`config.mk`:
```
export PLATFORM = sky130hd
export DESIGN_NAME = memArbiter
export DESIGN_NICKNAME = d
export VERILOG_FILES = /design/src/isaPkg.sv /design/src/memPkg.sv /design/src/memArbiter.sv
export SDC_FILE = /design/constraint.sdc
export NUM_CORES = 1
export LEC_CHECK = 0
export BUFFER_PORTS_ARGS = -buffer_cell sky130_fd_sc_hd__buf_2
export CAP_MARGIN = 30
export CORE_AREA = 2 2 166 168
export DETAILED_ROUTE_END_ITERATION = 8
export DIE_AREA = 0 0 168 170
export PLACE_DENSITY_LB_ADDON = 0.25
export SYNTH_ARGS = -nofsm -noshare
export SYNTH_HDL_FRONTEND = slang
export SYNTH_SLANG_ARGS = --single-unit
```
`constraint.sdc`:
```
create_clock -name clk -period 2.4 [get_ports clk]
set_clock_uncertainty 0.15 [all_clocks]
set_input_delay 0.24 -clock clk [delete_from_list [all_inputs] [get_ports clk]]
set_output_delay 0.24 -clock clk [all_outputs]
set_load 0.1 [all_outputs]
```
`src/isaPkg.sv`:
```
// Core instruction set definitions
`default_nettype none

package isaPkg;

	// ==============================
	// data and instruction widths
	// ==============================

	// the core works on 80-bit registers and 40-bit instructions
	typedef logic [79:0] wordT;
	typedef logic [39:0] instT;
	typedef logic [3:0] opcodeT;

	// ==============================
	// instruction field positions
	// ==============================

	// opcode sits in the low nibble of every instruction
	localparam int opcodeHi = 3;
	localparam int opcodeLo = 0;

	// scale select for the indexed forms, picks the index multiplier
	localparam int scaleHi = 30;
	localparam int scaleLo = 28;

	// the 8-bit index offset is split over two pieces of the instruction
	localparam int idxHiMsb = 34;
	localparam int idxHiLsb = 33;
	localparam int idxLoMsb = 21;
	localparam int idxLoLsb = 16;

	// the 22-bit displacement is also split, its sign is the top instruction bit
	localparam int dispHiMsb = 39;
	localparam int dispHiLsb = 33;
	localparam int dispLoMsb = 30;
	localparam int dispLoLsb = 16;
	localparam int dispSign = 39;

	// memory opcodes decoded by the address generator
	localparam opcodeT opLoad = 4'h1;
	localparam opcodeT opMLX = 4'h2;
	localparam opcodeT opStore = 4'h3;
	localparam opcodeT opMSX = 4'h4;
	localparam opcodeT opPUSH = 4'h5;
	localparam opcodeT opPUSHC = 4'h6;

	// which decode table an address generator uses
	typedef enum logic {unitLoad, unitStore} unitT;

	// one word in memory takes ten bytes, which is what a push steps by
	localparam int pushSize = 10;

endpackage

`default_nettype wire
```
`src/memPkg.sv`:
```
// Memory request and response types
`default_nettype none

package memPkg;

	import isaPkg::*;

	// ==============================
	// address and slot types
	// ==============================

	// full byte address as produced by the address generator
	typedef logic [79:0] addrT;

	// the memory is indexed by the low address bits only
	localparam int SLOT_BITS = 6;
	typedef logic [SLOT_BITS-1:0] slotT;

	// ==============================
	// port structs
	// ==============================

	// what a unit offers to the arbiter and what reaches the memory port
	typedef struct packed {
		logic valid;
		logic write;
		slotT slot;
		wordT data;
	} memReqT;

	// read return from the memory, one cycle after the read
	typedef struct packed {
		logic valid;
		wordT data;
	} memRspT;

	// last grant record kept by the arbiter
	typedef enum logic {ownLoad, ownStore} ownerT;

endpackage

`default_nettype wire

```
`src/memArbiter.sv`:
```
// Round-robin memory arbiter
`timescale 1ns/1ps
`default_nettype none

module memArbiter
	import memPkg::*;
(
	input wire clk,
	input wire rst,
	input wire memReqT ldReq,
	input wire memReqT stReq,
	input wire memRspT memRsp,
	output logic ldGrant,
	output logic stGrant,
	output memReqT memReq,
	output memRspT ldRsp
);

	ownerT lastOwner;

	// ==============================
	// grant decision
	// ==============================

	// under contention the unit that did not win last time goes first
	// a lone request is granted at once
	assign ldGrant = ldReq.valid && (!stReq.valid || lastOwner == ownStore);
	assign stGrant = stReq.valid && !ldGrant;

	// reset to store so the first contended grant goes to the load unit
	always_ff @(posedge clk) begin
		if (rst) begin
			lastOwner <= ownStore;
		end else if (ldGrant) begin
			lastOwner <= ownLoad;
		end else if (stGrant) begin
			lastOwner <= ownStore;
		end
	end

	// the memory port sees exactly the granted request and nothing otherwise
	always_comb begin
		if (ldGrant) begin
			memReq = ldReq;
		end else if (stGrant) begin
			memReq = stReq;
		end else begin
			memReq = '0;
		end
	end

	// only loads read, so every response belongs to the load unit
	assign ldRsp = memRsp;

endmodule

`default_nettype wire

```
After elaboration in Yosys (flattened, before gate mapping)
Cells that the tools add are included.
{ "totals": {"ff_bits": 1, "input_bits": 259, "output_inout_bits": 171} }
{ "classes": {"mux": 4, "n_reduce_logical": 6} }
{ "op_table": {"columns": ["op", "n"], "rows": [
  ["two-way mux 88 bit", 2],
  ["logical AND 1 bit", 2],
  ["logical NOT 1 bit", 2],
  ["two-way mux 1 bit", 2],
  ["nonzero test 2 bit", 1],
  ["logical OR 1 bit", 1]
]} }

Logic depth before layout (Yosys ltp)
{ "logic_depth": {"word_depth": 7, "ltp_mapped": 5} }

Least setup slack after synthesis
No wires, ideal clock.
{ "synth_path": {"path_kind": "input to output", "startpoint": "input port ldReq[87] (netlist name)", "endpoint": "output port memReq[77] (netlist name)", "t_arrival_ps": 1990, "required_ps": 2010, "slack_ps": 20, "cell_stages": 4, "n_path_buf": 2, "cell_sequence": "buf_2 -> a21boi_4 -> buf_2 -> a32o_1"} }
{ "synth_lines": {"columns": ["item", "line", "source"], "rows": [
  ["start: declaration", "memArbiter.sv:10", "input wire memReqT ldReq,"],
  ["end: declaration", "memArbiter.sv:15", "output memReqT memReq,"]
]} }

==> results.py <==
metrics = {
    "run_status": {
        "status": "finished clean",
    },
    "run": {
        "cap_violations": 0,
    },
    "route": {
        "drc_errors": 0,
        "wirelength_microns": 10730,
        "vias": 2483,
        "post_drt_via_cell_ratio": 3.497,
        "ant_nets": 0,
        "firstDrtPassIters": 4,
        "drt_iter0_markers": 116,
        "post_drt_wl_per_cell_microns": 15.11,
    },
    "placement": {
        "gp_congestion": 0.6544,
        "dp_hpwl_microns": 8843,
        "dp_slack_ns": 0.5076,
        "port_buffers": 267,
    },
    "global_route": {
        "grt_use_met1": 0.07955,
        "gr-usage-all-layers": 0.06522,
        "grt_pass1_wl_microns": 14770,
        "busiest_layer": "met2",
        "use_met2": 0.1162,
        "overflow": 0,
        "met3_usage": 0.01372,
        "grt_pass1_vias": 2439,
        "antenna_found_initial": 0,
        "grt_max_degree": 53,
    },
    "sta": {
        "finalCritPeriodShare": 0.7768,
        "hold_slack_ns": 0.2702,
        "slew_viol_final": 0,
        "max_slew.worst_pin.slew_ns": 0.4839,
        "maxSlewHeadroom": 0.6796,
        "grt_setup_unrepaired": "no",
        "min_period_ns": 1.864,
        "setup_tns_ns": 0,
        "setup_ws_ns": 0.5357,
        "setup_viol": 0,
        "final_hold_viol_count": 0,
        "fmax_mhz": 536.4,
    },
    "synth": {
        "yosysSeqAreaShare": 0.01164,
        "ys_types": 13,
        "synth_top_cell_by_area": "a32o_1",
        "synthTopCellsByArea": "a32o_1 51%, buf_4 37%, buf_2 3.8%",
        "ys_ff_latch": 1,
        "syn_area_per_cell_sq_um": 8.392,
        "post_synth_instance_area_sq_um": 1720,
        "syn_inst": 205,
        "yosys_warnings": 0,
        "syn_nets": 464,
        "netlist.area_leader.share": 0.5062,
    },
    "worst_hold_path": {
        "hold_start": "rst",
        "hold_depth": 2,
        "min_path_type": "input port to register",
        "hold_end": "lastOwner",
    },
    "setup_path": {
        "path_cells": "buf_4 > buf_4 > a32o_1 > buf_12",
        "cp.required_ns": 2.01,
        "worstPathMaxFanout": 36,
        "worstReg2RegEnd": "lastOwner",
        "cpMostUsedCell": "buf_4",
        "crit_path_top_delay_cell": "buf_4",
        "cp.arrival_ns": 1.47,
        "r2r-start": "lastOwner",
        "regToRegSetupSlack_ns": 1.33,
        "cp-start-kind": "input port",
        "reg2regPathDepth": 2,
        "path_class": "input port to output pin",
        "critPathMaxStageDelay_ns": 0.43,
        "endpoint_kind": "output pin",
    },
    "finish": {
        "multi_input_area_sq_um": 933.4,
        "seq_area_sq_um": 20.02,
        "top_regs": "lastOwner (1)",
        "num-fill-cells": 2959,
        "largest_register_ffs": 1,
        "top_register": "lastOwner",
        "antenna_cells": 0,
        "finalNetCount": 630,
        "area_growth_pct": 142.4,
        "drive_gt1_frac": 0.7534,
    },
    "power": {
        "pwr-share-seq": 0.010,
        "ir_drop_mv": 0.1773,
        "leakagePower_nw": 1.788,
        "p_clk_frac": 0,
        "swShare": 0.6357,
        "p_per_area_nw_per_um2": 487.3,
        "p_int_uw": 740.3,
        "power_mw": 2.032,
        "p_comb_frac": 0.990,
        "switchingPower_mw": 1.292,
    },
    "floorplan": {
        "die_area_sq_um": 28560,
        "start_util": 0.06455,
        "ios": 430,
        "num_rows": 60,
        "coreArea_sq_um": 26650,
        "die_w_microns": 168,
        "chipHeight_microns": 170,
    },
    "clock_network": {
        "cts-hold-fix-buffers": 0,
        "cts_resized": 0,
        "path_clk_slew_ns": 0,
        "clock_latency_ns": 0,
        "post_cts_buffers": 0,
    },
}
## power groups by stage
stage               clock, mW  sequential [mW]  combinational [mW]
global route                0           0.0201                2.07
finish                      0           0.0200                2.01
detailed placement          0           0.0199                2.03
global placement            0           0.0202                2.03
floorplan                   0           0.0196                1.84
CTS                         0           0.0200                2.03
## layout by cell type, fill, tap and decap left out
cell / count
a32o_1: 87
buf_4: 3
and2_1: 1
buf_2: 177
dfxtp_1: 1
nand2_1: 1
a21boi_4: 1
nand2b_4: 1
buf_12: 94
a21o_1: 1
or2_2: 2
## routing by layer
metal	share of wire	vias up
met3	0.092	36
met5	0	-
met1	0.39	1168
li1	-	1096
met4	0.025	0
met2	0.50	183
## worst max-delay path: cells and delay by family
kind,cells,cell delay (ns)
buf+inv,3,0.89
compound gates,1,0.29
## cell usage after synthesis (all sizes together)
master    n
a21boi    1
dfxtp     1
nand2b    1
and2      1
a21o      1
nand2     1
or2       2
buf     102
a32o     87
clkbuf    8
## cell families after synthesis
| kind of cell | count (synthesis) | synth area share |
|---|---|---|
| flops | 1 | 0.01164 |
| buf+inv | 110 | 0.4502 |
| simple gates | 5 | 0.01673 |
| compound gates | 89 | 0.5215 |
## worst max path at each step
stage	cells past startpoint	slack, ns	startpoint	to
5_1_grt	4	0.42	ldReq[87]	memReq[86]
3_3_place_gp	4	0.49	ldReq[87]	memReq[30]
6_report	4	0.54	ldReq[87]	memReq[86]
2_1_floorplan	4	0.02	ldReq[87]	memReq[77]
4_1_cts	4	0.50	ldReq[87]	memReq[86]
3_5_place_dp	4	0.51	ldReq[87]	memReq[5]
## per-stage QoR
stage | util | cells | cell area (sq um)
4_1_cts | 0.1565 | 710 | 4170
3_3_place_gp | 0.1565 | 710 | 4170
2_1_floorplan | - | 205 | 1720
5_1_grt | 0.1565 | 710 | 4170
3_5_place_dp | 0.1565 | 710 | 4170
6_report | 0.1565 | 710 | 4170
## layout make-up
class / count / share of cell area
Timing Repair Buffer: 274 / 0.6691
Multi-Input combinational cell: 94 / 0.2238
Tap cell: 341 / 0.1023
Sequential cell: 1 / 0.004800
No activity file was read; power rests on OpenSTA's default activity.
