<file path="src/isaPkg.sv">
// Core instruction set definitions
`default_nettype none

package isaPkg;

	// ==============================
	// data and instruction widths
	// ==============================

	// the core works on 80-bit registers and 40-bit instructions
	typedef logic [79:0] wordT;
	typedef logic [39:0] instT;
	typedef logic [3:0] opcodeT;

	// ==============================
	// instruction field positions
	// ==============================

	// opcode sits in the low nibble of every instruction
	localparam int opcodeHi = 3;
	localparam int opcodeLo = 0;

	// scale select for the indexed forms, picks the index multiplier
	localparam int scaleHi = 30;
	localparam int scaleLo = 28;

	// the 8-bit index offset is split over two pieces of the instruction
	localparam int idxHiMsb = 34;
	localparam int idxHiLsb = 33;
	localparam int idxLoMsb = 21;
	localparam int idxLoLsb = 16;

	// the 22-bit displacement is also split, its sign is the top instruction bit
	localparam int dispHiMsb = 39;
	localparam int dispHiLsb = 33;
	localparam int dispLoMsb = 30;
	localparam int dispLoLsb = 16;
	localparam int dispSign = 39;

	// memory opcodes decoded by the address generator
	localparam opcodeT opLoad = 4'h1;
	localparam opcodeT opMLX = 4'h2;
	localparam opcodeT opStore = 4'h3;
	localparam opcodeT opMSX = 4'h4;
	localparam opcodeT opPUSH = 4'h5;
	localparam opcodeT opPUSHC = 4'h6;

	// which decode table an address generator uses
	typedef enum logic {unitLoad, unitStore} unitT;

	// one word in memory takes ten bytes, which is what a push steps by
	localparam int pushSize = 10;

endpackage

`default_nettype wire
</file>
<file path="src/memPkg.sv">
// Memory request and response types
`default_nettype none

package memPkg;

	import isaPkg::*;

	// ==============================
	// address and slot types
	// ==============================

	// full byte address as produced by the address generator
	typedef logic [79:0] addrT;

	// the memory is indexed by the low address bits only
	localparam int SLOT_BITS = 6;
	typedef logic [SLOT_BITS-1:0] slotT;

	// ==============================
	// port structs
	// ==============================

	// what a unit offers to the arbiter and what reaches the memory port
	typedef struct packed {
		logic valid;
		logic write;
		slotT slot;
		wordT data;
	} memReqT;

	// read return from the memory, one cycle after the read
	typedef struct packed {
		logic valid;
		wordT data;
	} memRspT;

	// last grant record kept by the arbiter
	typedef enum logic {ownLoad, ownStore} ownerT;

endpackage

`default_nettype wire

</file>
<file path="src/loadUnit.sv">
// Load unit
`timescale 1ns/1ps
`default_nettype none

module loadUnit
	import isaPkg::*, memPkg::*;
(
	input wire clk,
	input wire rst,
	input wire go,
	input wire instT inst,
	input wire wordT a,
	input wire wordT c,
	input wire grant,
	input wire memRspT rsp,
	output memReqT req,
	output logic busy,
	output logic valid,
	output wordT data
);

	typedef enum logic [1:0] {ldIdle, ldRequest, ldWait} ldStateT;

	ldStateT state;
	addrT ma;

	agen #(.UNIT(unitLoad)) agen0 (
		.inst(inst),
		.a(a),
		.c(c),
		.ma(ma)
	);

	// ==============================
	// control
	// ==============================

	// idle accepts a go, request holds until granted, wait catches the read data
	always_ff @(posedge clk) begin
		if (rst) begin
			state <= ldIdle;
			req.valid <= 1'b0;
		end else begin
			case (state)
				ldIdle: if (go) begin
					state <= ldRequest;
					req.valid <= 1'b1;
				end
				ldRequest: if (grant) begin
					state <= ldWait;
					req.valid <= 1'b0;
				end
				default: if (rsp.valid) state <= ldIdle;
			endcase
		end
	end

	// request payload is captured once on an accepted go
	always_ff @(posedge clk) begin
		if (state == ldIdle && go) begin
			req.write <= 1'b0;
			req.slot <= ma[SLOT_BITS-1:0];
			req.data <= '0;
		end
	end

	assign busy = (state != ldIdle);

	// the returned word passes straight out in the wait cycle
	assign valid = (state == ldWait) && rsp.valid;
	assign data = rsp.data;

endmodule

`default_nettype wire

</file>
<file path="src/agen.sv">
// Effective address generator
`timescale 1ns/1ps
`default_nettype none

module agen
	import isaPkg::*, memPkg::*;
#(
	parameter unitT UNIT = unitLoad
) (
	input wire instT inst,
	input wire wordT a,
	input wire wordT c,
	output addrT ma
);

	opcodeT opcode;
	wordT cx;
	wordT idxOfs;
	wordT disp;

	assign opcode = inst[opcodeHi:opcodeLo];

	// index offset is unsigned, the displacement is sign extended from bit 39
	assign idxOfs = {72'd0, inst[idxHiMsb:idxHiLsb], inst[idxLoMsb:idxLoLsb]};
	assign disp = {{58{inst[dispSign]}}, inst[dispHiMsb:dispHiLsb], inst[dispLoMsb:dispLoLsb]};

	// scaled index, powers of two are plain shifts
	// the odd factors are built from two shifted copies of c
	always_comb begin
		case (inst[scaleHi:scaleLo])
			3'd0: cx = c;
			3'd1: cx = c << 1;
			3'd2: cx = c << 2;
			3'd3: cx = c << 3;
			3'd4: cx = c << 4;
			3'd5: cx = (c << 2) + c;
			3'd6: cx = (c << 3) + (c << 1);
			default: cx = (c << 4) - c;
		endcase
	end

	// ==============================
	// per unit decode table
	// ==============================

	always_comb begin
		if (UNIT == unitLoad) begin
			// loads only know the indexed form besides displacement
			case (opcode)
				opMLX: ma = a + cx + idxOfs;
				default: ma = a + disp;
			endcase
		end else begin
			// push forms pre-decrement the stack pointer by one word
			case (opcode)
				opPUSH, opPUSHC: ma = a - addrT'(pushSize);
				opMSX: ma = a + cx + idxOfs;
				default: ma = a + disp;
			endcase
		end
	end

endmodule

`default_nettype wire

</file>
<file path="config.mk">
export PLATFORM = sky130hd
export DESIGN_NAME = loadUnit
export DESIGN_NICKNAME = d
export VERILOG_FILES = /design/src/isaPkg.sv /design/src/memPkg.sv /design/src/loadUnit.sv /design/src/agen.sv
export SDC_FILE = /design/constraint.sdc
export NUM_CORES = 1
export LEC_CHECK = 0
export ABC_CLOCK_PERIOD_IN_PS = 4400
export BUFFER_PORTS_ARGS = -buffer_cell sky130_fd_sc_hd__buf_2
export CORE_AREA = 8 8 169 171
export DETAILED_ROUTE_END_ITERATION = 7
export DIE_AREA = 0 0 177 179
export GPL_TIMING_DRIVEN = 0
export HOLD_SLACK_MARGIN = 0.12
export PLACE_DENSITY = 0.42
export SKIP_CTS_REPAIR_TIMING = 1
export SYNTH_ARGS = -nofsm -noshare
export SYNTH_HDL_FRONTEND = slang
export SYNTH_SLANG_ARGS = --single-unit
export TNS_END_PERCENT = 30
</file>
<file path="constraint.sdc">
create_clock -name clk -period 4.4 [get_ports clk]
set_input_delay 0.44 -clock clk [delete_from_list [all_inputs] [get_ports clk]]
set_output_delay 0.44 -clock clk [all_outputs]
set_load 0.1 [all_outputs]
</file>
# ---- After elaboration in Yosys (flattened, before gate mapping)
# Cells that the tools add are included.
dict set report word_totals {
  register_bits 9
  out_inout_bits 170
  wordCells 38
}
dict set report classes {
  add_sub_neg 6
  n_eq_ne 11
  mux 9
  n_reduce_logical 9
}
# op n
set op_table {}
lappend op_table {{6-bit one-hot mux with 7 select lines} 1}
lappend op_table {{6-bit adder} 5}
lappend op_table {{3-bit == test, second input constant} 3}
lappend op_table {{3-bit by 2-bit == test with 1-bit output, second input constant} 2}
lappend op_table {{2-bit 2-to-1 mux} 3}
lappend op_table {{6-bit 2-to-1 mux} 1}
lappend op_table {{3-bit AND reduction} 2}
lappend op_table {{6-bit subtractor} 1}
lappend op_table {{4-bit by 2-bit == test with 1-bit output, second input constant} 1}
lappend op_table {{2-bit != test, second input constant} 2}
lappend op_table {{2-bit one-hot mux with 2 select lines} 1}
lappend op_table {{2-bit nonzero test} 2}
lappend op_table {{3-bit by 1-bit == test with 1-bit output, second input constant} 1}
lappend op_table {{3-bit logical NOT} 1}
lappend op_table {{3-bit nonzero test} 1}
lappend op_table {{2-bit by 1-bit == test with 1-bit output, second input constant} 1}
lappend op_table {{2-bit == test, second input constant} 1}
lappend op_table {{1-bit logical AND} 2}
lappend op_table {{2-bit logical NOT} 1}
lappend op_table {{1-bit 2-to-1 mux} 2}
lappend op_table {{1-bit one-hot mux with 2 select lines} 1}

# ---- Longest topological paths before layout
# Gate-level depths: netlist (run 1).
dict set report depth {
  ltp_word 5
  mapped_depth 16
  mapped_depth_nobuf 15
}

# ---- Modules after synthesis
# A second synthesis (run 1) with hierarchy kept.
dict set report unflattened {
  hier_cells 3941
  hier_area_um2 26027.5
}
# module instances cells_per_inst area_each_um2
set modules_own_cells {}
lappend modules_own_cells {agen 1 3756 24487.2}
lappend modules_own_cells {loadUnit 1 185 1540.2}

# ---- Worst setup path after synthesis (run 1)
# OpenSTA, ideal clock, no wires.
dict set report synth_timing {
  kind {input port to flip-flop}
  startpoint {in c[0]}
  endpoint {reg req[85] (netlist name), data pin}
  t_arrival_ns 3.209
  t_required_ns 4.250
  setup_slack_ns 1.041
  path_stages 13
  path_buffers 0
  cell_sequence {ha_1 -> fa_1 -> a221oi_1 -> a21oi_1 -> nor2_1 -> o21ai_1 -> fa_1 -> ha_1 -> a21o_1 -> a21oi_1 -> xnor2_1 -> a2111o_1 -> o211ai_2}
}
dict set report synth_between {
  elab_chain_cells 5
  word_cells_on_any_way 7
}
# item line_no
set synth_lines {}
lappend synth_lines {{from (decl)} loadUnit.sv:13} ;# input wire wordT c,
lappend synth_lines {{6-bit subtractor (tied with other cells)} agen.sv:38} ;# default: cx = (c << 4) - c;
lappend synth_lines {{6-bit one-hot mux with 7 select lines (*)} agen.sv:30} ;# case (inst[scaleHi:scaleLo])
lappend synth_lines {{6-bit adder (*) (2 in a row)} agen.sv:50} ;# opMLX: ma = a + cx + idxOfs;
lappend synth_lines {{6-bit 2-to-1 mux (*)} agen.sv:49} ;# case (opcode)
lappend synth_lines {{via agen0.ma[5]} agen.sv:13} ;# output addrT ma
lappend synth_lines {{to (decl)} loadUnit.sv:16} ;# output memReqT req,
# Mark *: on every way through the listed nets, which the timed path passes. The rest lies on a longest branch.
# A chain may end at the register's enable or synchronous reset.

# ---- Worst setup path after layout (run 1)
dict set report layout_timing {
  startpoint {in c[2]}
  endpoint {reg req[85] (netlist name), data pin}
}
# Same word-level chain as after synthesis.

==> results of run 1 <==
==> flip-flops by register name, indices dropped and copies added, names as in the netlist <==
signal  cells
state       2
req         7
==> metrics by stage <==
stage | instance area [µm²] | worst slack [ns] | hold WS [ns] | power [W] | instances
finish | 4010 | 0.755 | 0.392 | 0.00126 | 871
global route | 4010 | 0.513 | 0.406 | 0.00132 | 869
CTS | 4010 | 0.758 | 0.389 | 0.00127 | 869
detailed placement | 3930 | 0.545 | 0.478 | 0.00111 | 865
global placement | 3930 | 0.536 | 0.484 | 0.00111 | 865
floorplan | 2920 | 1.04 | 0.509 | 0.00101 | 412
==> critical path, cell delays in order <==
cell and delay [ns]:
buf_2 0.19, ha_1 0.23, fa_1 0.44, a221oi_1 0.27, a21oi_1 0.07, nor2_1 0.15
o21ai_1 0.13, fa_1 0.47, ha_1 0.35, a21o_1 0.17, a21oi_1 0.17, xnor2_1 0.12
a2111o_1 0.41, o211ai_2 0.10
==> cell type report <==
| class | instances | area [µm²] | share of cell area |
|---|---|---|---|
| antenna | 2 | 5.00 | 0.00125 |
| buffer | 168 | 1240 | 0.309 |
| clock buffer | 3 | 75.1 | 0.0187 |
| clock inverter | 1 | 5.00 | 0.00125 |
| inverter | 20 | 75.1 | 0.0187 |
| multi-input combinational | 215 | 1360 | 0.339 |
| sequential | 9 | 240 | 0.0599 |
| tap | 335 | 419 | 0.105 |
| timing repair buffer | 118 | 591 | 0.147 |
==> routing by layer <==
| metal | track usage | wire length (µm) | up-vias |
|---|---|---|---|
| li1 | - | - | 1247 |
| met1 | 0.0820 | 4820 | 988 |
| met2 | 0.0916 | 4560 | 203 |
| met3 | 0.0470 | 2100 | 12 |
| met4 | 0.00736 | 25 | 10 |
| met5 | 0 | 57 | - |
==> final timing paths <==
check	slack, ns	start	to
worst max-delay path	0.75	c[2]	req[85]$_DFFE_PP_
worst min-delay path	0.39	rst	req[87]$_SDFFE_PP0P_
worst max register to register	3.03	state[1]$_SDFFE_PP0P_	req[80]$_DFFE_PP_
worst min register to register	0.48	req[87]$_SDFFE_PP0P_	req[87]$_SDFFE_PP0P_
==> power breakdown <==
group          total, W  switching, W  leakage [nW]  internal, W
sequential     0.000107    0.00000386        0.0821     0.000103
clock          0.000157     0.0000378        0.0409     0.000120
combinational   0.00100      0.000791          2.11     0.000210
==> kinds of logic (layout without fill, tap and decap cells) <==
| logic type | Yosys count | count (layout) | synth area share |
|---|---|---|---|
| DFF | 9 | 9 | 0.0919 |
| buffers and inverters | 188 | 310 | 0.503 |
| adders and majority gates | 21 | 21 | 0.123 |
| other | 1 | 83 | 0.00143 |
| and+or+nand+nor | 45 | 45 | 0.0876 |
| xor gates and xnor gates | 16 | 16 | 0.0536 |
| muxes | 3 | 3 | 0.0124 |
| AOI/OAI and AO/OA | 49 | 49 | 0.127 |
==> cell usage in the layout (no fill, tap or decap), types with 6 or more instances in the layout <==
cell,synthesis,final
a21oi_1,15,15
buf_2,4,122
buf_4,161,161
conb_1,1,81
edfxtp_1,6,6
fa_1,8,8
ha_1,13,13
inv_1,19,19
nand2_1,15,15
nor2_1,10,10
xnor2_1,11,11
==> impl_metrics.tcl, run 1 <==
set metrics [dict create \
    fillers 2975 \
    cts_buffer_depth 2 \
    cts_tree "done" \
    drt_iter0_markers 117 \
    grtUsageTotal 0.0656 \
    vias_per_cell 2.82 \
    hold_path.class "primary input to flop" \
    synth_area_leaders "buf_4 46%, edfxtp_1 6.9%, ha_1 6.2%, fa_1 6.1%, xnor2_1 3.7%" \
    drtAntennaViolNets 0 \
    peakVddDrop_uv 174 \
    drc 0 \
    min_path_cells 2 \
    status "finished, final reports clean" \
    crit_type "primary input to flop" \
    cp_data_required_time_ns 4.46 \
    grt_first_pass_wirelength_mm 15.6 \
    timing.final.crit_share 0.829 \
    yosysSeqAreaShare 0.0919 \
    grt_overflow 0 \
    rows 59 \
    fin_tns_setup_ns 0 \
    drive_gt1_frac 0.558 \
    dp_hpwl_mm 10.9 \
    grt_max_degree 11 \
    firstDrtPassIters 5 \
    synth_top_cell_area_share 0.462 \
    netlist_instances 332 \
    worstPathMaxFanout 8 \
    htreeDepth 1 \
    yosysUniqueCellTypes 47 \
    start_util 0.102 \
    vias 2460 \
    clk_latency_ns 0.23 \
    clock-root-buffer "clkbuf_16" \
    start_kind "primary input" \
    fmax_ghz 0.274 \
    fin_nets 841 \
    worst_slew_pin_slew_ns 0.872 \
    synthFlopType "edfxtp_1" \
    totalWireLength_mm 11.6 \
    maxSlewViolCount 0 \
    io_pins 455 \
    fin_crit_ns 3.65 \
    synth_warnings 0 \
    final_core_util 0.156 \
    rsz0062_at_grt "no" \
    synth_edf_count 6 \
    cp-end-kind "flop" \
    syn_to_final_growth_pct 53.3 \
    cellLeakagePower_nw 2.24 \
    rr_worst_depth 2 \
    clock_sinks 9 \
    io_buffers 118 \
    power_density_mw_per_mm2 315 \
    gp_congestion 0.761 \
    setup_viol_count_final 0 \
    wl_per_cell_um 13.3 \
    maxCapViolations 0 \
    syn_area_mm2 0.00262 \
    relSlewSlack 0.417 \
    synth_largest_area_cell "buf_4" \
    async_flop_share 0 \
    dieArea_mm2 0.0317 \
    die_h_um 179 \
    cts_buffers 3 \
    coreArea_mm2 0.0258 \
    yosysMostFrequentCell "buf_4" \
    die_w_um 177 \
    hold_violations 0 \
    synth-seq-cells 9 \
    first_global_vias 2628 \
    arrival_ns 3.71 \
    antenna_found_initial 9 \
    yosys-top-cells-count "161 x buf_4, 19 x inv_1, 15 x a21oi_1, 15 x nand2_1, 13 x ha_1" \
    worst_clock_skew_ns 0.000268 \
    clk_pin_slew_worst_paths_ns 0.04 \
    avgSynthCellArea_um2 7.88 \
]
Power figures use the tool's default switching activity.
==> run 2: changes to the inputs <==
- ABC_AREA: not set -> 1
- ABC_CLOCK_PERIOD_IN_PS: 4400 -> 2900
- CORE_AREA: 8 8 169 171 -> 8 8 170 172
- DIE_AREA: 0 0 177 179 -> 0 0 178 180
- PLACE_DENSITY: 0.42 -> 0.44
- clock period: 4.4 -> 2.9 ns (I/O delays scaled with it)
==> run 2 against run 1 <==
The run now ends with negative setup slack left. Clock skew rose by 0.00060 ns. Sequential power up 59%. Power is 61% higher. Count of clock-buffer cells in the layout grew 1. Synthesized area grew 1.3%. Flip-flop and latch count is the same. Cell count is 5.7% higher. Cell area grew 4.5%. Routed wire length down 1.9%.
==> impl_metrics.tcl, run 2 <==
set metrics [dict create \
    status "complete, but fails checks" \
    violations "negative setup slack" \
    crit_path_top_delay_cell "fa_1" \
    cpLargestDelayFamily "adder cells" \
    coreArea_mm2 0.0264 \
    synth_edf_count 6 \
    power_density_mw_per_mm2 486 \
    fmax_ghz 0.341 \
    synth_top_cell_area_share 0.456 \
    io_buffers 117 \
    antenna_cells 0 \
    die_h_um 180 \
    drtAntennaViolNets 0 \
    cts_buffer_depth 2 \
    fin_tns_setup_ns -0.0305 \
    maxSlewViolCount 0 \
    clk_pin_slew_worst_paths_ns 0.04 \
    drc 0 \
    yosysUniqueCellTypes 32 \
    firstDrtPassIters 5 \
    fin_crit_ns 2.93 \
    slowest_delay_ns 0.53 \
    cp-end-kind "flop" \
    worst_clock_skew_ns 0.000871 \
    io_pins 455 \
    synth_area_leaders "buf_4 46%, edfxtp_1 6.8%, ha_1 6.1%, nand2_1 6.1%, fa_1 6.0%" \
    fin_ws_ns -0.0305 \
    worst_slew_pin_slew_ns 0.547 \
    clock-root-buffer "clkbuf_16" \
    most-common-layout-cells "166 x buf_4, 114 x buf_2, 81 x conb_1, 39 x nand2_1, 35 x inv_1" \
    start_kind "primary input" \
    yosys-top-cells-count "161 x buf_4, 43 x nand2_1, 37 x inv_1" \
    dieArea_mm2 0.0320 \
    cellLeakagePower_nw 2.40 \
    timing.final.crit_share 1.01 \
    cp_common_cell "nand3_2" \
    synth_largest_area_cell "buf_4" \
    fin_nets 887 \
    whs_ns 0.252 \
    rows 60 \
    largest_register_ffs 7 \
    yosysMostFrequentCell "buf_4" \
    largestRegisters "req x7, state x2" \
    relSlewSlack 0.631 \
    die_w_um 178 \
    totalWireLength_mm 11.3 \
    peakVddDrop_uv 379 \
    dp_hpwl_mm 10.8 \
    cp_data_required_time_ns 2.88 \
    synthFlopType "edfxtp_1" \
    cts_buffers 3 \
    vias_per_cell 2.87 \
    htreeDepth 1 \
    grt_overflow 0 \
    maxCapViolations 0 \
    worstPathMaxFanout 4 \
    avgSynthCellArea_um2 7.08 \
    clock_sinks 9 \
    yosysSeqAreaShare 0.0907 \
    vias 2645 \
    design_area_mm2 0.00419 \
    post-place-ws_ns -0.526 \
    dpl-instance-area_mm2 0.00397 \
    arrival_ns 2.91 \
    hold_path.class "primary input to flop" \
    gp_congestion 0.772 \
    async_flop_share 0 \
    rsz0062_at_grt "yes" \
    syn_area_mm2 0.00265 \
    syn_to_final_growth_pct 58.1 \
    wl_per_cell_um 12.3 \
    synth_warnings 0 \
    start_util 0.101 \
    setup_viol_count_final 1 \
    grt_first_pass_wirelength_mm 15.4 \
    largest-register "req" \
    drt_iter0_markers 78 \
    cts_tree "done" \
    synth-seq-cells 9 \
    clk_latency_ns 0.23 \
    drive_gt1_frac 0.553 \
    cp.buffers_inverters 2 \
    grtUsageTotal 0.0632 \
    hold_violations 0 \
    path_cells "buf_12 -> ha_4 -> fa_2 -> a221oi_2 -> nand3_2 -> fa_1 -> ha_4 -> nand2_2 -> nor2_2 -> nor2_2 -> nand3_1 -> nand2_1 -> inv_1 -> nand3_2 -> nand3_2 -> nand2_1" \
    netlist_instances 374 \
    grt_max_degree 11 \
    antenna_found_initial 5 \
    crit_type "primary input to flop" \
    final_common_cell "buf_4" \
    first_global_vias 2705 \
]
[run 2: cell families after synthesis]
logic type / Yosys count / share of synthesized area
buffers and inverters: 205 / 0.521
AND/OR/NAND/NOR: 104 / 0.183
AO/OA/AOI/OAI: 29 / 0.0652
adder cells (fa/ha/maj): 21 / 0.122
flip-flops: 9 / 0.0907
XOR/XNOR: 5 / 0.0165
other: 1 / 0.00142
[run 2: power by group]
part           total, W  internal [W]  switching [W]  leakage [nW]
Combinational   0.00163      0.000343        0.00128          2.28
Sequential     0.000170      0.000163     0.00000716        0.0822
Clock          0.000241      0.000183      0.0000573        0.0382
Total           0.00204      0.000690        0.00135          2.40
[run 2: area by class of cell]
cell class                 instances  area (µm²)
fill                            3021       22200
clock buffer                       4        78.8
tap                              341         427
multi-input combinational        240        1410
timing repair buffer             122         651
sequential                         9         240
inverter                          43         161
buffer                           162        1220
[run 2: through the flow]
step | util | cells | power [W]
after floorplan | - | 454 | 0.00159
after global placement | 0.151 | 912 | 0.00175
after detailed placement | 0.151 | 912 | 0.00175
after CTS | 0.154 | 916 | 0.00200
after global routing | 0.159 | 921 | 0.00213
final | 0.159 | 921 | 0.00204
[run 2: worst paths after layout]
path	start	end	slack, ns	cells past startpoint
worst max-delay path	c[2]	req[85]$_DFFE_PP_	-0.03	16
worst min register to register	req[87]$_SDFFE_PP0P_	req[87]$_SDFFE_PP0P_	0.46	2
worst max register to register	state[0]$_SDFFE_PP0P_	req[84]$_DFFE_PP_	1.81	3
worst min-delay path	rst	req[87]$_SDFFE_PP0P_	0.25	2
[run 2: metal layers]
layer  vias up  global-route usage  wire (µm)
li1       1349                   -          -
met1      1062              0.0767       4730
met2       216              0.0983       4640
met3        10              0.0375       1900
met4         8             0.00400         25
met5         -                   0         46
