**config.mk**
```make
export PLATFORM = sky130hd
export DESIGN_NAME = storeUnit
export DESIGN_NICKNAME = d
export VERILOG_FILES = /design/src/isaPkg.sv /design/src/memPkg.sv /design/src/storeUnit.sv /design/src/agen.sv
export SDC_FILE = /design/constraint.sdc
export NUM_CORES = 1
export LEC_CHECK = 0
export BUFFER_PORTS_ARGS = -buffer_cell sky130_fd_sc_hd__buf_2
export CAP_MARGIN = 30
export CELL_PAD_IN_SITES_DETAIL_PLACEMENT = 0
export CELL_PAD_IN_SITES_GLOBAL_PLACEMENT = 1
export CORE_AREA = 3 3 144 146
export DETAILED_ROUTE_END_ITERATION = 16
export DIE_AREA = 0 0 147 149
export GPL_TIMING_DRIVEN = 0
export HOLD_SLACK_MARGIN = 0.05
export PLACE_DENSITY_LB_ADDON = 0.1
export SYNTH_ARGS = -nofsm -noshare
export SYNTH_HDL_FRONTEND = slang
export SYNTH_SLANG_ARGS = --single-unit
```
**constraint.sdc**
```tcl
create_clock -name clk -period 10.3 [get_ports clk]
set_input_delay 3.09 -clock clk [delete_from_list [all_inputs] [get_ports clk]]
set_output_delay 3.09 -clock clk [all_outputs]
set_load 0.05 [all_outputs]
```
**src/isaPkg.sv**
```systemverilog
// Core instruction set definitions
`default_nettype none

package isaPkg;

	// ==============================
	// data and instruction widths
	// ==============================

	// the core works on 80-bit registers and 40-bit instructions
	typedef logic [79:0] wordT;
	typedef logic [39:0] instT;
	typedef logic [3:0] opcodeT;

	// ==============================
	// instruction field positions
	// ==============================

	// opcode sits in the low nibble of every instruction
	localparam int opcodeHi = 3;
	localparam int opcodeLo = 0;

	// scale select for the indexed forms, picks the index multiplier
	localparam int scaleHi = 30;
	localparam int scaleLo = 28;

	// the 8-bit index offset is split over two pieces of the instruction
	localparam int idxHiMsb = 34;
	localparam int idxHiLsb = 33;
	localparam int idxLoMsb = 21;
	localparam int idxLoLsb = 16;

	// the 22-bit displacement is also split, its sign is the top instruction bit
	localparam int dispHiMsb = 39;
	localparam int dispHiLsb = 33;
	localparam int dispLoMsb = 30;
	localparam int dispLoLsb = 16;
	localparam int dispSign = 39;

	// memory opcodes decoded by the address generator
	localparam opcodeT opLoad = 4'h1;
	localparam opcodeT opMLX = 4'h2;
	localparam opcodeT opStore = 4'h3;
	localparam opcodeT opMSX = 4'h4;
	localparam opcodeT opPUSH = 4'h5;
	localparam opcodeT opPUSHC = 4'h6;

	// which decode table an address generator uses
	typedef enum logic {unitLoad, unitStore} unitT;

	// one word in memory takes ten bytes, which is what a push steps by
	localparam int pushSize = 10;

endpackage

`default_nettype wire
```
**src/memPkg.sv**
```systemverilog
// Memory request and response types
`default_nettype none

package memPkg;

	import isaPkg::*;

	// ==============================
	// address and slot types
	// ==============================

	// full byte address as produced by the address generator
	typedef logic [79:0] addrT;

	// the memory is indexed by the low address bits only
	localparam int SLOT_BITS = 6;
	typedef logic [SLOT_BITS-1:0] slotT;

	// ==============================
	// port structs
	// ==============================

	// what a unit offers to the arbiter and what reaches the memory port
	typedef struct packed {
		logic valid;
		logic write;
		slotT slot;
		wordT data;
	} memReqT;

	// read return from the memory, one cycle after the read
	typedef struct packed {
		logic valid;
		wordT data;
	} memRspT;

	// last grant record kept by the arbiter
	typedef enum logic {ownLoad, ownStore} ownerT;

endpackage

`default_nettype wire

```
**src/storeUnit.sv**
```systemverilog
// Store unit
`timescale 1ns/1ps
`default_nettype none

module storeUnit
	import isaPkg::*, memPkg::*;
(
	input wire clk,
	input wire rst,
	input wire go,
	input wire instT inst,
	input wire wordT a,
	input wire wordT b,
	input wire wordT c,
	input wire grant,
	output memReqT req,
	output logic busy,
	output logic done
);

	typedef enum logic {stIdle, stRequest} stStateT;

	stStateT state;
	addrT ma;

	// the store table also covers push forms
	agen #(.UNIT(unitStore)) agen0 (
		.inst(inst),
		.a(a),
		.c(c),
		.ma(ma)
	);

	// ==============================
	// control
	// ==============================

	always_ff @(posedge clk) begin
		if (rst) begin
			state <= stIdle;
			req.valid <= 1'b0;
			done <= 1'b0;
		end else begin
			// done follows the grant by one cycle and lasts one cycle
			done <= 1'b0;
			case (state)
				stIdle: if (go) begin
					state <= stRequest;
					req.valid <= 1'b1;
				end
				default: if (grant) begin
					state <= stIdle;
					req.valid <= 1'b0;
					done <= 1'b1;
				end
			endcase
		end
	end

	// write payload, store data comes from operand b
	always_ff @(posedge clk) begin
		if (state == stIdle && go) begin
			req.write <= 1'b1;
			req.slot <= ma[SLOT_BITS-1:0];
			req.data <= b;
		end
	end

	// busy ends in the grant cycle so a new store may be issued with done
	assign busy = (state != stIdle);

endmodule

`default_nettype wire

```
**src/agen.sv**
```systemverilog
// Effective address generator
`timescale 1ns/1ps
`default_nettype none

module agen
	import isaPkg::*, memPkg::*;
#(
	parameter unitT UNIT = unitLoad
) (
	input wire instT inst,
	input wire wordT a,
	input wire wordT c,
	output addrT ma
);

	opcodeT opcode;
	wordT cx;
	wordT idxOfs;
	wordT disp;

	assign opcode = inst[opcodeHi:opcodeLo];

	// index offset is unsigned, the displacement is sign extended from bit 39
	assign idxOfs = {72'd0, inst[idxHiMsb:idxHiLsb], inst[idxLoMsb:idxLoLsb]};
	assign disp = {{58{inst[dispSign]}}, inst[dispHiMsb:dispHiLsb], inst[dispLoMsb:dispLoLsb]};

	// scaled index, powers of two are plain shifts
	// the odd factors are built from two shifted copies of c
	always_comb begin
		case (inst[scaleHi:scaleLo])
			3'd0: cx = c;
			3'd1: cx = c << 1;
			3'd2: cx = c << 2;
			3'd3: cx = c << 3;
			3'd4: cx = c << 4;
			3'd5: cx = (c << 2) + c;
			3'd6: cx = (c << 3) + (c << 1);
			default: cx = (c << 4) - c;
		endcase
	end

	// ==============================
	// per unit decode table
	// ==============================

	always_comb begin
		if (UNIT == unitLoad) begin
			// loads only know the indexed form besides displacement
			case (opcode)
				opMLX: ma = a + cx + idxOfs;
				default: ma = a + disp;
			endcase
		end else begin
			// push forms pre-decrement the stack pointer by one word
			case (opcode)
				opPUSH, opPUSHC: ma = a - addrT'(pushSize);
				opMSX: ma = a + cx + idxOfs;
				default: ma = a + disp;
			endcase
		end
	end

endmodule

`default_nettype wire

```
### Yosys cells after proc, flatten, opt, wreduce, memory -nomap -nowiden

Cells that the tools add are included.

* flip-flop bits (word level): 89
* word-level logic and storage cells: 38
* output and inout port bits: 90
* input port bits: 284

* add/sub/neg operators: 7
* equal/unequal tests: 10
* bitwise gates (word level): 1
* mux-type cells: 9
* reductions and logical operators: 6

Operators by type and width (number)
* $pmux 6 s7: 1
* $add 6x6->6: 5
* $eq 4x3->1 const B: 3
* $pmux 6 s2: 1
* $eq 3x3->1 const B: 3
* $mux 1: 7
* $eq 3x2->1 const B: 2
* $sub 6x4->6 const B: 1
* $sub 6x6->6: 1
* $reduce_or 2->1: 2
* $eq 3x1->1 const B: 1
* $logic_not 3->1: 1
* $ne 2x2->1 const B: 1
* $reduce_and 2->1: 1
* $reduce_bool 2->1: 1
* $logic_and 1x1->1: 1
* $not 1->1: 1

### Depth between registers and ports, before layout

Gate-level depths: netlist (run 1).

* depth in word-level cells: 5
* depth in mapped cells: 17
* depth with buffers taken out: 16

### Hierarchy

Synthesis (run 1) repeated with hierarchy kept, for this count alone.

* cells, all modules: 4237
* area, all modules: 29572.1 µm²

Modules (own cells, without submodules)
* agen: cells an instance 4139, sequential area each 0.0 µm², times used 1, area each 26875.8 µm²
* storeUnit: cells an instance 98, sequential area each 2642.5 µm², times used 1, area each 2696.3 µm²

### Least setup slack after synthesis (run 1)

OpenSTA, ideal clock, no wires.

* path kind: input to register
* start: input port go
* end: register req[0] (netlist name), enable pin
* library setup time: 0.541 ns
* data arrival time: 6.875 ns
* cell stages on the path: 1
* path buffers: 0
* required time: 9.759 ns
* setup slack: 2.884 ns
* cell sequence: nor2b_1

* word-level cells in the longest chain between the ends: 1

RTL lines
* from (decl): RTL line storeUnit.sv:10 `input wire go,`
* $logic_and 1x1->1: RTL line storeUnit.sv:62 `if (state == stIdle && go) begin`
* to (decl): RTL line storeUnit.sv:16 `output memReqT req,`

Every way passes these cells.
A chain may end at the register's enable or synchronous reset.

### Worst setup path in the final report (run 1)

* start: input port c[2]
* end: register req[84] (netlist name), data pin

* word-level cells in the longest chain between the ends: 5
* elaborated cells between the ends (all ways): 7
* those cells by class: 5 x add/sub; 2 x mux

RTL lines
* from (decl): RTL line storeUnit.sv:14 `input wire wordT c,`
* $sub 6x6->6 (tied with other cells): RTL line agen.sv:38 `default: cx = (c << 4) - c;`
* $pmux 6 s7 *: RTL line agen.sv:30 `case (inst[scaleHi:scaleLo])`
* $add 6x6->6 * (2 in series): RTL line agen.sv:57 `opMSX: ma = a + cx + idxOfs;`
* $pmux 6 s2 *: RTL line agen.sv:55 `case (opcode)`
* via agen0.ma[4]: RTL line agen.sv:13 `output addrT ma`

The timed path passes the listed nets; every way through them passes the cells marked *.

==> impl_metrics.toml, run 1 <==
[placed_design]
gp_congestion = 0.824
hpwl_um = 12000
port_buffers = 193

[route]
viasPerCell = 4.04
dr.pass1.iters = 4
post-route-drc-count = 0
wl_per_cell_um = 19.1
drt_iter0_markers = 143
ant_nets = 0
vias = 3104
wl_um = 14700

[logic_synthesis]
synth_cells = 292
synth-seq-cells = 89
synth_ff_type = "edfxtp_1"
synthArstFlopShare = 0
syn_area_um2 = 4060
synth_cell_type_count = 44
synth_enable_flop_cells = 86
syn_nets = 598
synth_area_per_cell_um2 = 13.9
yosysSeqAreaShare = 0.651
yosys_warnings = 0

[clock_network]
cts_tree = "done"
insertion_delay_ps = 340
cts_resized = 0
clk_path_buf_depth = 2
postCtsSetupBuffers = 0
cts_buffers = 9
htree_levels = 3
cts-hold-fix-buffers = 0
cts_root_buf = "clkbuf_16"
clock_sinks = 89
clkTransAtPathRegs_ps = 70

[timing]
slew_violations = 0
fin_crit_sh = 0.618
holdWs_ps = 508
max_freq_ghz = 0.157
setup_violations = 0
clock_skew_ps = 9.59
tightest_slew_ps = 561
rsz0062_at_grt = "false"
period_needed_ps = 6370
fin_tns_setup_ps = 0
hold_viol = 0
slew_headroom = 0.616

[status]
outcome = "completed"

[cells_and_area]
fin_nets = 805
area_delta_synth_final_pct = 40.7
utilization = 0.292
drive_above_1_share = 0.442
insertedDiodeCount = 0
layout_commonest_cell = "buf_2"
layout_common_cells = "198 x buf_2, 86 x edfxtp_1, 28 x inv_1, 16 x a21oi_1, 16 x nor2_1"

[grt]
antenna_found_initial = 1
track_usage = 0.132
grt_pass1_vias = 3120
grt_pass1_wl_um = 20700
grt_max_degree = 31
gr-total-overflow = 0

[setup_path]
crit_buf_inv = 2
crit_type = "in2reg"
path_max_fanout = 9
critPathRequiredTime_ps = 10360
slowest_delay_ps = 500
slowest_stage = "fa_1"
arrival_ps = 6430
end_kind = "flop"
cp_top_family = "adder cells"
path_cells = "buf_2 -> ha_1 -> fa_1 -> xor2_1 -> a21oi_1 -> o31ai_1 -> mux2_2 -> o22ai_1 -> fa_1 -> inv_1 -> ha_1 -> xor2_1 -> nor2_1 -> a2111oi_0 -> a221oi_1"
worstSetupStartpointType = "input port"

[floorplan]
coreArea_um2 = 19500
die_height_um = 149
initial_core_util = 0.208
io_pins = 374
die-area_um2 = 21900
fp-row-count = 51
dieWidth_um = 147

[worst_hold_path]
hold_path.class = "reg2reg"

[job]
maxCapViolCount = 0

[power_and_ir_drop]
irDropWorstVdd_v = 0.0000597
pwr_density_cell_nw_per_um2 = 171
p_leak_nw = 2.47
## area by class of cell
| cell class | instances | area [um^2] |
|---|---|---|
| Clock buffer | 10 | 229 |
| Multi-Input combinational cell | 161 | 1250 |
| Clock inverter | 6 | 50.0 |
| Tap cell | 265 | 332 |
| Sequential cell | 89 | 2640 |
| Timing Repair Buffer | 196 | 1030 |
| Buffer | 14 | 62.6 |
| Fill cell | 2098 | 13800 |
| Inverter | 28 | 105 |
## layer usage
layer  up-vias  global-route usage  share of wire
met3         9              0.0890           0.16
met2       148               0.177           0.40
met5         -                   0        0.00082
li1       1488                   -              -
met1      1457               0.173           0.44
met4         2              0.0308         0.0071
## Yosys cell counts (all sizes together) (2+ instances only)
| library cell | instances | area share |
|---|---|---|
| fa | 8 | 0.039 |
| buf | 6 | 0.0080 |
| inv | 28 | 0.026 |
| nor3 | 6 | 0.0074 |
| a2111oi | 4 | 0.0086 |
| ha | 14 | 0.043 |
| or3 | 2 | 0.0031 |
| nand3 | 4 | 0.0049 |
| o31ai | 3 | 0.0056 |
| a211oi | 4 | 0.0086 |
| dfxtp | 3 | 0.015 |
| a21oi | 17 | 0.022 |
| o21ai | 13 | 0.016 |
| o22ai | 4 | 0.0062 |
| nor2 | 16 | 0.015 |
| nand2 | 9 | 0.0083 |
| a221o | 3 | 0.0074 |
| a21o | 7 | 0.013 |
| clkbuf | 8 | 0.0074 |
| o21a | 2 | 0.0037 |
| mux2i | 9 | 0.022 |
| nor2b | 4 | 0.0068 |
| edfxtp | 86 | 0.64 |
| xor2 | 9 | 0.021 |
| xnor2 | 9 | 0.019 |
| o211ai | 2 | 0.0037 |
## final timing paths
path	cells after the start	endpoint	slack, ps	from
worst max-delay path	15	req[84]	3930	c[2]
worst min-delay path	2	req[87]	510	req[87]
worst max register to register	4	req[84]	8620	busy
worst min register to register	2	req[87]	510	req[87]
## worst reg2reg max path, cell delays in order (launching register included)
cell	delay, ps
dfxtp_1	360
nor2b_4	330
buf_12	250
buf_16	200
buf_12	220
## sequential cells by signal, summed over array words and instances (netlist names)
name and flops:
busy 1, done 1, req 87
## metrics by stage
stage,worst slack [ps],cell area (um^2),cells,power [W]
after global routing,3590,5710,769,0.00103
after detailed placement,3600,5430,753,0.000675
after CTS,3970,5710,769,0.000993
after global placement,646,5360,750,0.000677
after floorplan,2880,4060,292,0.000599
final,3930,5710,769,0.000974
## where the power goes
part,switching (W),total [W],internal [W]
registers,0.00000755,0.000433,0.000426
clock network,0.000142,0.000308,0.000166
logic,0.000161,0.000233,0.0000712
total,0.000311,0.000974,0.000663
## cells by family after synthesis
kind of cell	count (synthesis)	synth area share
flops	89	0.651
compound gates	63	0.103
fa+ha+maj	22	0.0826
buf+inv	42	0.0413
xor+xnor	18	0.0407
simple gates	47	0.0552
mux	10	0.0250
other cells	1	0.000924
(Power assumes the default switching activity.)
==> run 2, diff against run 1 <==
Settings changed: ABC_AREA from default to 1.
Clock period 10.3 ns to 5.5 ns, I/O delays scaled along.
==> run 2 against run 1 <==
  * Wire length fell by 3.8%
  * Non-clock buffer count fell by 9
  * Final cell count increased by 4.3%
  * Global-route usage shrank 0.29 points
  * Power is 89% higher
  * Combinational power rose by 79%
  * Critical path type unchanged
  * Critical endpoint is now req[85]
==> impl_metrics.toml, run 2 <==
[cells_and_area]
drive_above_1_share = 0.426
fin_nets = 838
fin_area_um2 = 5670
top_register = "req"
multi_input_area_um2 = 1110
utilization = 0.290
seqCellArea_um2 = 2640
layout_common_cells = "196 x buf_2, 86 x edfxtp_1, 57 x nand2_1, 56 x inv_1, 21 x nand3_1"
final_cells = 802
area_delta_synth_final_pct = 42.5
insertedDiodeCount = 0
largest_reg_flops = 87
layout_commonest_cell = "buf_2"
n_fill_cell = 2078

[clock_network]
postCtsSetupBuffers = 0
cts_tree = "done"
clkTransAtPathRegs_ps = 60
insertion_delay_ps = 340
cts_root_buf = "clkbuf_16"
cts_resized = 0
clock_sinks = 89
htree_levels = 3
cts-hold-fix-buffers = 0
clk_path_buf_depth = 2
cts_buffers = 9

[setup_path]
slowest_stage = "fa_1"
r2r_end = "req[78]"
crit_type = "in2reg"
critPathLaunch = "c[1]"
reg2reg_from = "busy"
path_max_fanout = 9
arrival_ps = 4480
cp_top_family = "adder cells"
critPathRequiredTime_ps = 5590
path_cells = "buf_2 -> inv_1 -> ha_1 -> xor2_1 -> nor2_1 -> a2111oi_2 -> fa_1 -> fa_1 -> nor2_1 -> inv_1 -> nand2_1 -> inv_1 -> nand2_1 -> nand2_1 -> inv_1 -> nand3_1 -> nand3_1 -> nand2_1"
end_kind = "flop"
slowest_delay_ps = 540
reg2reg_slack_ps = 3560
path_depth = 18
worstSetupStartpointType = "input port"
r2r_cells = 4
crit_buf_inv = 5

[placed_design]
dp_cells = 786
port_buffers = 196
hpwl_um = 11600
placed_cell_area_um2 = 5370
gp_congestion = 0.835

[worst_hold_path]
holdPathStages = 2
min_to = "req[87]"
holdCritStartpoint = "req[87]"
hold_path.class = "reg2reg"

[grt]
antenna_found_initial = 0
gr-total-overflow = 0
track_usage = 0.129
grt_max_degree = 29
grt_pass1_vias = 3187
grt_pass1_wl_um = 20500

[route]
vias = 3101
wl_per_cell_um = 17.7
dr.pass1.iters = 4
wl_um = 14200
ant_nets = 0
viasPerCell = 3.87
drt_iter0_markers = 120
post-route-drc-count = 0

[timing]
fin_tns_setup_ps = 0
slew_violations = 0
max_freq_ghz = 0.228
rsz0062_at_grt = "false"
clock_skew_ps = 3.91
tightest_slew_ps = 804
slew_headroom = 0.463
fin_crit_sh = 0.798
setup_violations = 0
period_needed_ps = 4390
hold_viol = 0

[floorplan]
die_height_um = 149
dieWidth_um = 147
coreArea_um2 = 19500
die-area_um2 = 21900
io_pins = 374
initial_core_util = 0.204
fp-row-count = 51

[logic_synthesis]
yosys_warnings = 0
synth_top_area_share = 0.649
yosysSeqAreaShare = 0.664
synth_cells = 322
synth_cell_type_count = 34
syn_area_um2 = 3980
synthArstFlopShare = 0
synth.most_common_cell = "edfxtp_1"
syn_nets = 628
synth_area_per_cell_um2 = 12.4
yosysTopAreaCell = "edfxtp_1"
synth-seq-cells = 89
synth_enable_flop_cells = 86
yosys-top-cells-count = "86 x edfxtp_1, 57 x nand2_1, 56 x inv_1"
synth_area_leaders = "edfxtp_1 65%, nand2_1 5.4%, inv_1 5.3%"
synth_ff_type = "edfxtp_1"

[power_and_ir_drop]
irDropWorstVdd_v = 0.000116
pwr_density_cell_nw_per_um2 = 324
comb_power_share = 0.227
internal_power_w = 0.00127
p_leak_nw = 2.62
seq_power_share = 0.439
netSwitchingPower_w = 0.000572
swShare = 0.311
clockPowerShare = 0.334

[job]
maxCapViolCount = 0

[status]
outcome = "completed"
run 2: cell types whose count changed after synthesis, sizes merged, moves of 5 or more:
cell	change
xnor2	-6
mux2i	-9
nand2	+49
clkbuf	-8
a21o	-5
nand4	+6
inv	+30
xor2	-6
nand3	+19
nor3	-5
a21oi	-7
run 2: final cells by class:
type	count	area share
multi-input cells	173	0.195
well taps	265	0.0585
flip-flops and latches	89	0.466
clock inverters	7	0.0124
clock buffers	9	0.0397
repair buffers	199	0.186
plain buffers	2	0.00331
inverters	58	0.0384
run 2: worst min-delay path, stage by stage (launching register included):
cell and delay (ps):
dfxtp_1 320, nor2_1 40, nor2_1 70
run 2: per-layer routing:
metal | up-vias | GRT usage | part of all wire
met5 | - | 0 | 0
met4 | 0 | 0.0336 | 0.0090
met3 | 8 | 0.0985 | 0.17
met2 | 147 | 0.169 | 0.39
met1 | 1413 | 0.164 | 0.43
li1 | 1533 | - | -
run 2: cell families after synthesis:
logic type | share of synthesized area
compound gates | 0.0547
simple gates | 0.123
flops | 0.664
other cells | 0.000943
xor+xnor | 0.0132
buf+inv | 0.0595
fa+ha+maj | 0.0843
run 2: worst max-delay path by stage:
stage | endpoint | slack [ps]
final | req[85] | 1110
after global routing | req[85] | 750
after CTS | req[85] | 1090
after detailed placement | req[85] | 730
after global placement | req[0] | -150
after floorplan | req[0] | 1150
run 2: stage by stage:
step	worst slack (ps)	hold slack, ps	total power, W
final	1110	472	0.00184
after global routing	745	496	0.00194
after CTS	1090	476	0.00187
after detailed placement	725	461	0.00124
after global placement	-154	454	0.00124
after floorplan	1150	700	0.00110
run 2: power groups by stage:
| stage | combinational [W] | clock (W) | sequential, W |
|---|---|---|---|
| after floorplan | 0.000128 | 0 | 0.000971 |
| after global placement | 0.000414 | 0 | 0.000826 |
| after detailed placement | 0.000421 | 0 | 0.000821 |
| after CTS | 0.000423 | 0.000644 | 0.000807 |
| after global routing | 0.000457 | 0.000673 | 0.000811 |
| final | 0.000417 | 0.000614 | 0.000807 |
==> run 3, diff against run 2 <==
Clock period 5.5 ns to 3.8 ns, I/O delays scaled along.
==> run 3 against run 2 <==
  * Power up 47%
  * Sequential power up 45%
  * Global-route usage about the same
  * Final cell count up 0.12%
  * Via count up 2.1%
  * Worst hold slack about the same
  * Register-to-register slack worse by 1300 ps
  * Largest cell class unchanged
==> impl_metrics.toml, run 3 (synthesis results as in run 2) <==
[cells_and_area]
fin_area_um2 = 5760
layout_commonest_cell = "buf_2"
top_register = "req"
fin_nets = 839
layout_common_cells = "193 x buf_2, 86 x edfxtp_1, 54 x nand2_1, 53 x inv_1, 20 x nand3_1"
largest_reg_flops = 87
area_delta_synth_final_pct = 44.8
drive_above_1_share = 0.455
insertedDiodeCount = 0

[grt]
grt_pass1_wl_um = 20400
antenna_found_initial = 4
grt_use_met3 = 0.0878
grt_max_degree = 31
met2_usage = 0.168
top_usage_layer = "met2"
grt_pass1_vias = 3130
gr-usage-met1 = 0.167
gr-total-overflow = 0
track_usage = 0.129

[setup_path]
slowest_delay_ps = 540
reg2reg_slack_ps = 2270
cp_top_family = "adder cells"
arrival_ps = 3760
critPathRequiredTime_ps = 3890
r2r_cells = 4
crit_buf_inv = 3
end_kind = "flop"
r2r_end = "req[45]"
crit_type = "in2reg"
critPathMostFrequentCell = "nand2_1"
reg2reg_from = "busy"
worstSetupStartpointType = "input port"
path_max_fanout = 6
path_cells = "buf_4 -> ha_4 -> fa_2 -> nand2_1 -> nand4_1 -> o21ai_2 -> fa_1 -> inv_2 -> ha_4 -> buf_4 -> nand2_1 -> nor2_1 -> a211oi_1 -> nand2_1 -> nand2_1 -> o211ai_1"
slowest_stage = "fa_2"

[clock_network]
clk_path_buf_depth = 2
insertion_delay_ps = 350
cts_buffers = 9
clock_sinks = 89
cts_tree = "done"
cts_root_buf = "clkbuf_16"
htree_levels = 3
clkTransAtPathRegs_ps = 70

[worst_hold_path]
holdCritStartpoint = "req[87]"
min_to = "req[87]"
holdPathStages = 2
hold_path.class = "reg2reg"

[floorplan]
coreArea_um2 = 19500
die-area_um2 = 21900
die_height_um = 149
initial_core_util = 0.204
dieWidth_um = 147
io_pins = 374
fp-row-count = 51

[route]
wl_um = 14300
ant_nets = 0
post-route-drc-count = 0
wl_per_cell_um = 17.8
drt_iter0_markers = 112
vias = 3165
viasPerCell = 3.94
dr.pass1.iters = 4

[timing]
hold_viol = 0
rsz0062_at_grt = "true"
period_needed_ps = 3680
slew_violations = 0
max_freq_ghz = 0.272
fin_crit_sh = 0.968
fin_tns_setup_ps = 0
clock_skew_ps = 8.45
setup_violations = 0

[power_and_ir_drop]
swShare = 0.314
internal_power_w = 0.00185
seq_power_share = 0.433
irDropWorstVdd_v = 0.000176
comb_power_share = 0.233
clockPowerShare = 0.335
pwr_density_cell_nw_per_um2 = 469
p_leak_nw = 2.63
netSwitchingPower_w = 0.000848

[placed_design]
gp_congestion = 0.822
placed_cell_area_um2 = 5360
hpwl_um = 11500
port_buffers = 196

[job]
maxCapViolCount = 0

[status]
outcome = "completed"
-- run 3: changes by cell type in the layout (fill, tap and decap cells not counted), moves of 3 or more --
cell     before  now
buf_4         1    4
nand2_1      57   54
ha_1         14   11
ha_4          0    3
inv_1        56   53
inv_2         2    5
buf_2       196  193
-- run 3: final cells by class --
class                   count  area [um^2]
plain buffers               2         18.8
clock buffers               9          225
clock inverters             7         76.3
fillers                  2049        13800
inverters                  58          218
multi-input cells         173         1190
flip-flops and latches     89         2640
well taps                 265          332
repair buffers            200         1060
-- run 3: what timing repair did --
action / CTS / global route
setup buffers: 0 / 1
setup endpoints to repair: 2 / 2
pin swaps: 0 / 8
resized for setup: 3 / 23
hold buffers: 0 / 0
-- run 3: tightest hold or removal path: stages, from the launching register on --
cell and delay, ps:
dfxtp_1 330, nor2_1 40, nor2_1 70
-- run 3: how the worst max path moves through the flow --
stage          from       to  slack, ps  depth (start not counted)
3_3_place_gp   c[1]  req[85]       -430                         18
2_1_floorplan  c[0]  req[85]         70                         19
5_1_grt        c[0]  req[85]        -40                         20
4_1_cts        c[1]  req[85]          6                         18
6_report       c[0]  req[84]        120                         16
3_5_place_dp   c[1]  req[85]       -400                         18
-- run 3: power by group through the flow --
| stage | combinational [W] | clock [W] | sequential (W) |
|---|---|---|---|
| after floorplan | 0.000187 | 0 | 0.00140 |
| after global placement | 0.000597 | 0 | 0.00119 |
| after global routing | 0.000686 | 0.000994 | 0.00117 |
| final | 0.000628 | 0.000904 | 0.00117 |
| after CTS | 0.000611 | 0.000941 | 0.00117 |
| after detailed placement | 0.000605 | 0 | 0.00119 |
-- run 3: stage by stage --
stage	std cells	setup WS, ps	power, W	utilization	hold slack [ps]
finish	803	122	0.00270	0.295	472
global route	803	-42.2	0.00285	0.295	511
CTS	802	5.70	0.00272	0.290	481
detailed placement	786	-396	0.00180	0.274	466
global placement	783	-433	0.00179	0.271	457
floorplan	322	68.2	0.00159	-	700
-- run 3: routing by layer --
layer / part of all wire / wire length (um)
met1: 0.44 / 6310
met2: 0.39 / 5600
met3: 0.15 / 2100
met4: 0.019 / 276
met5: 0.0032 / 46
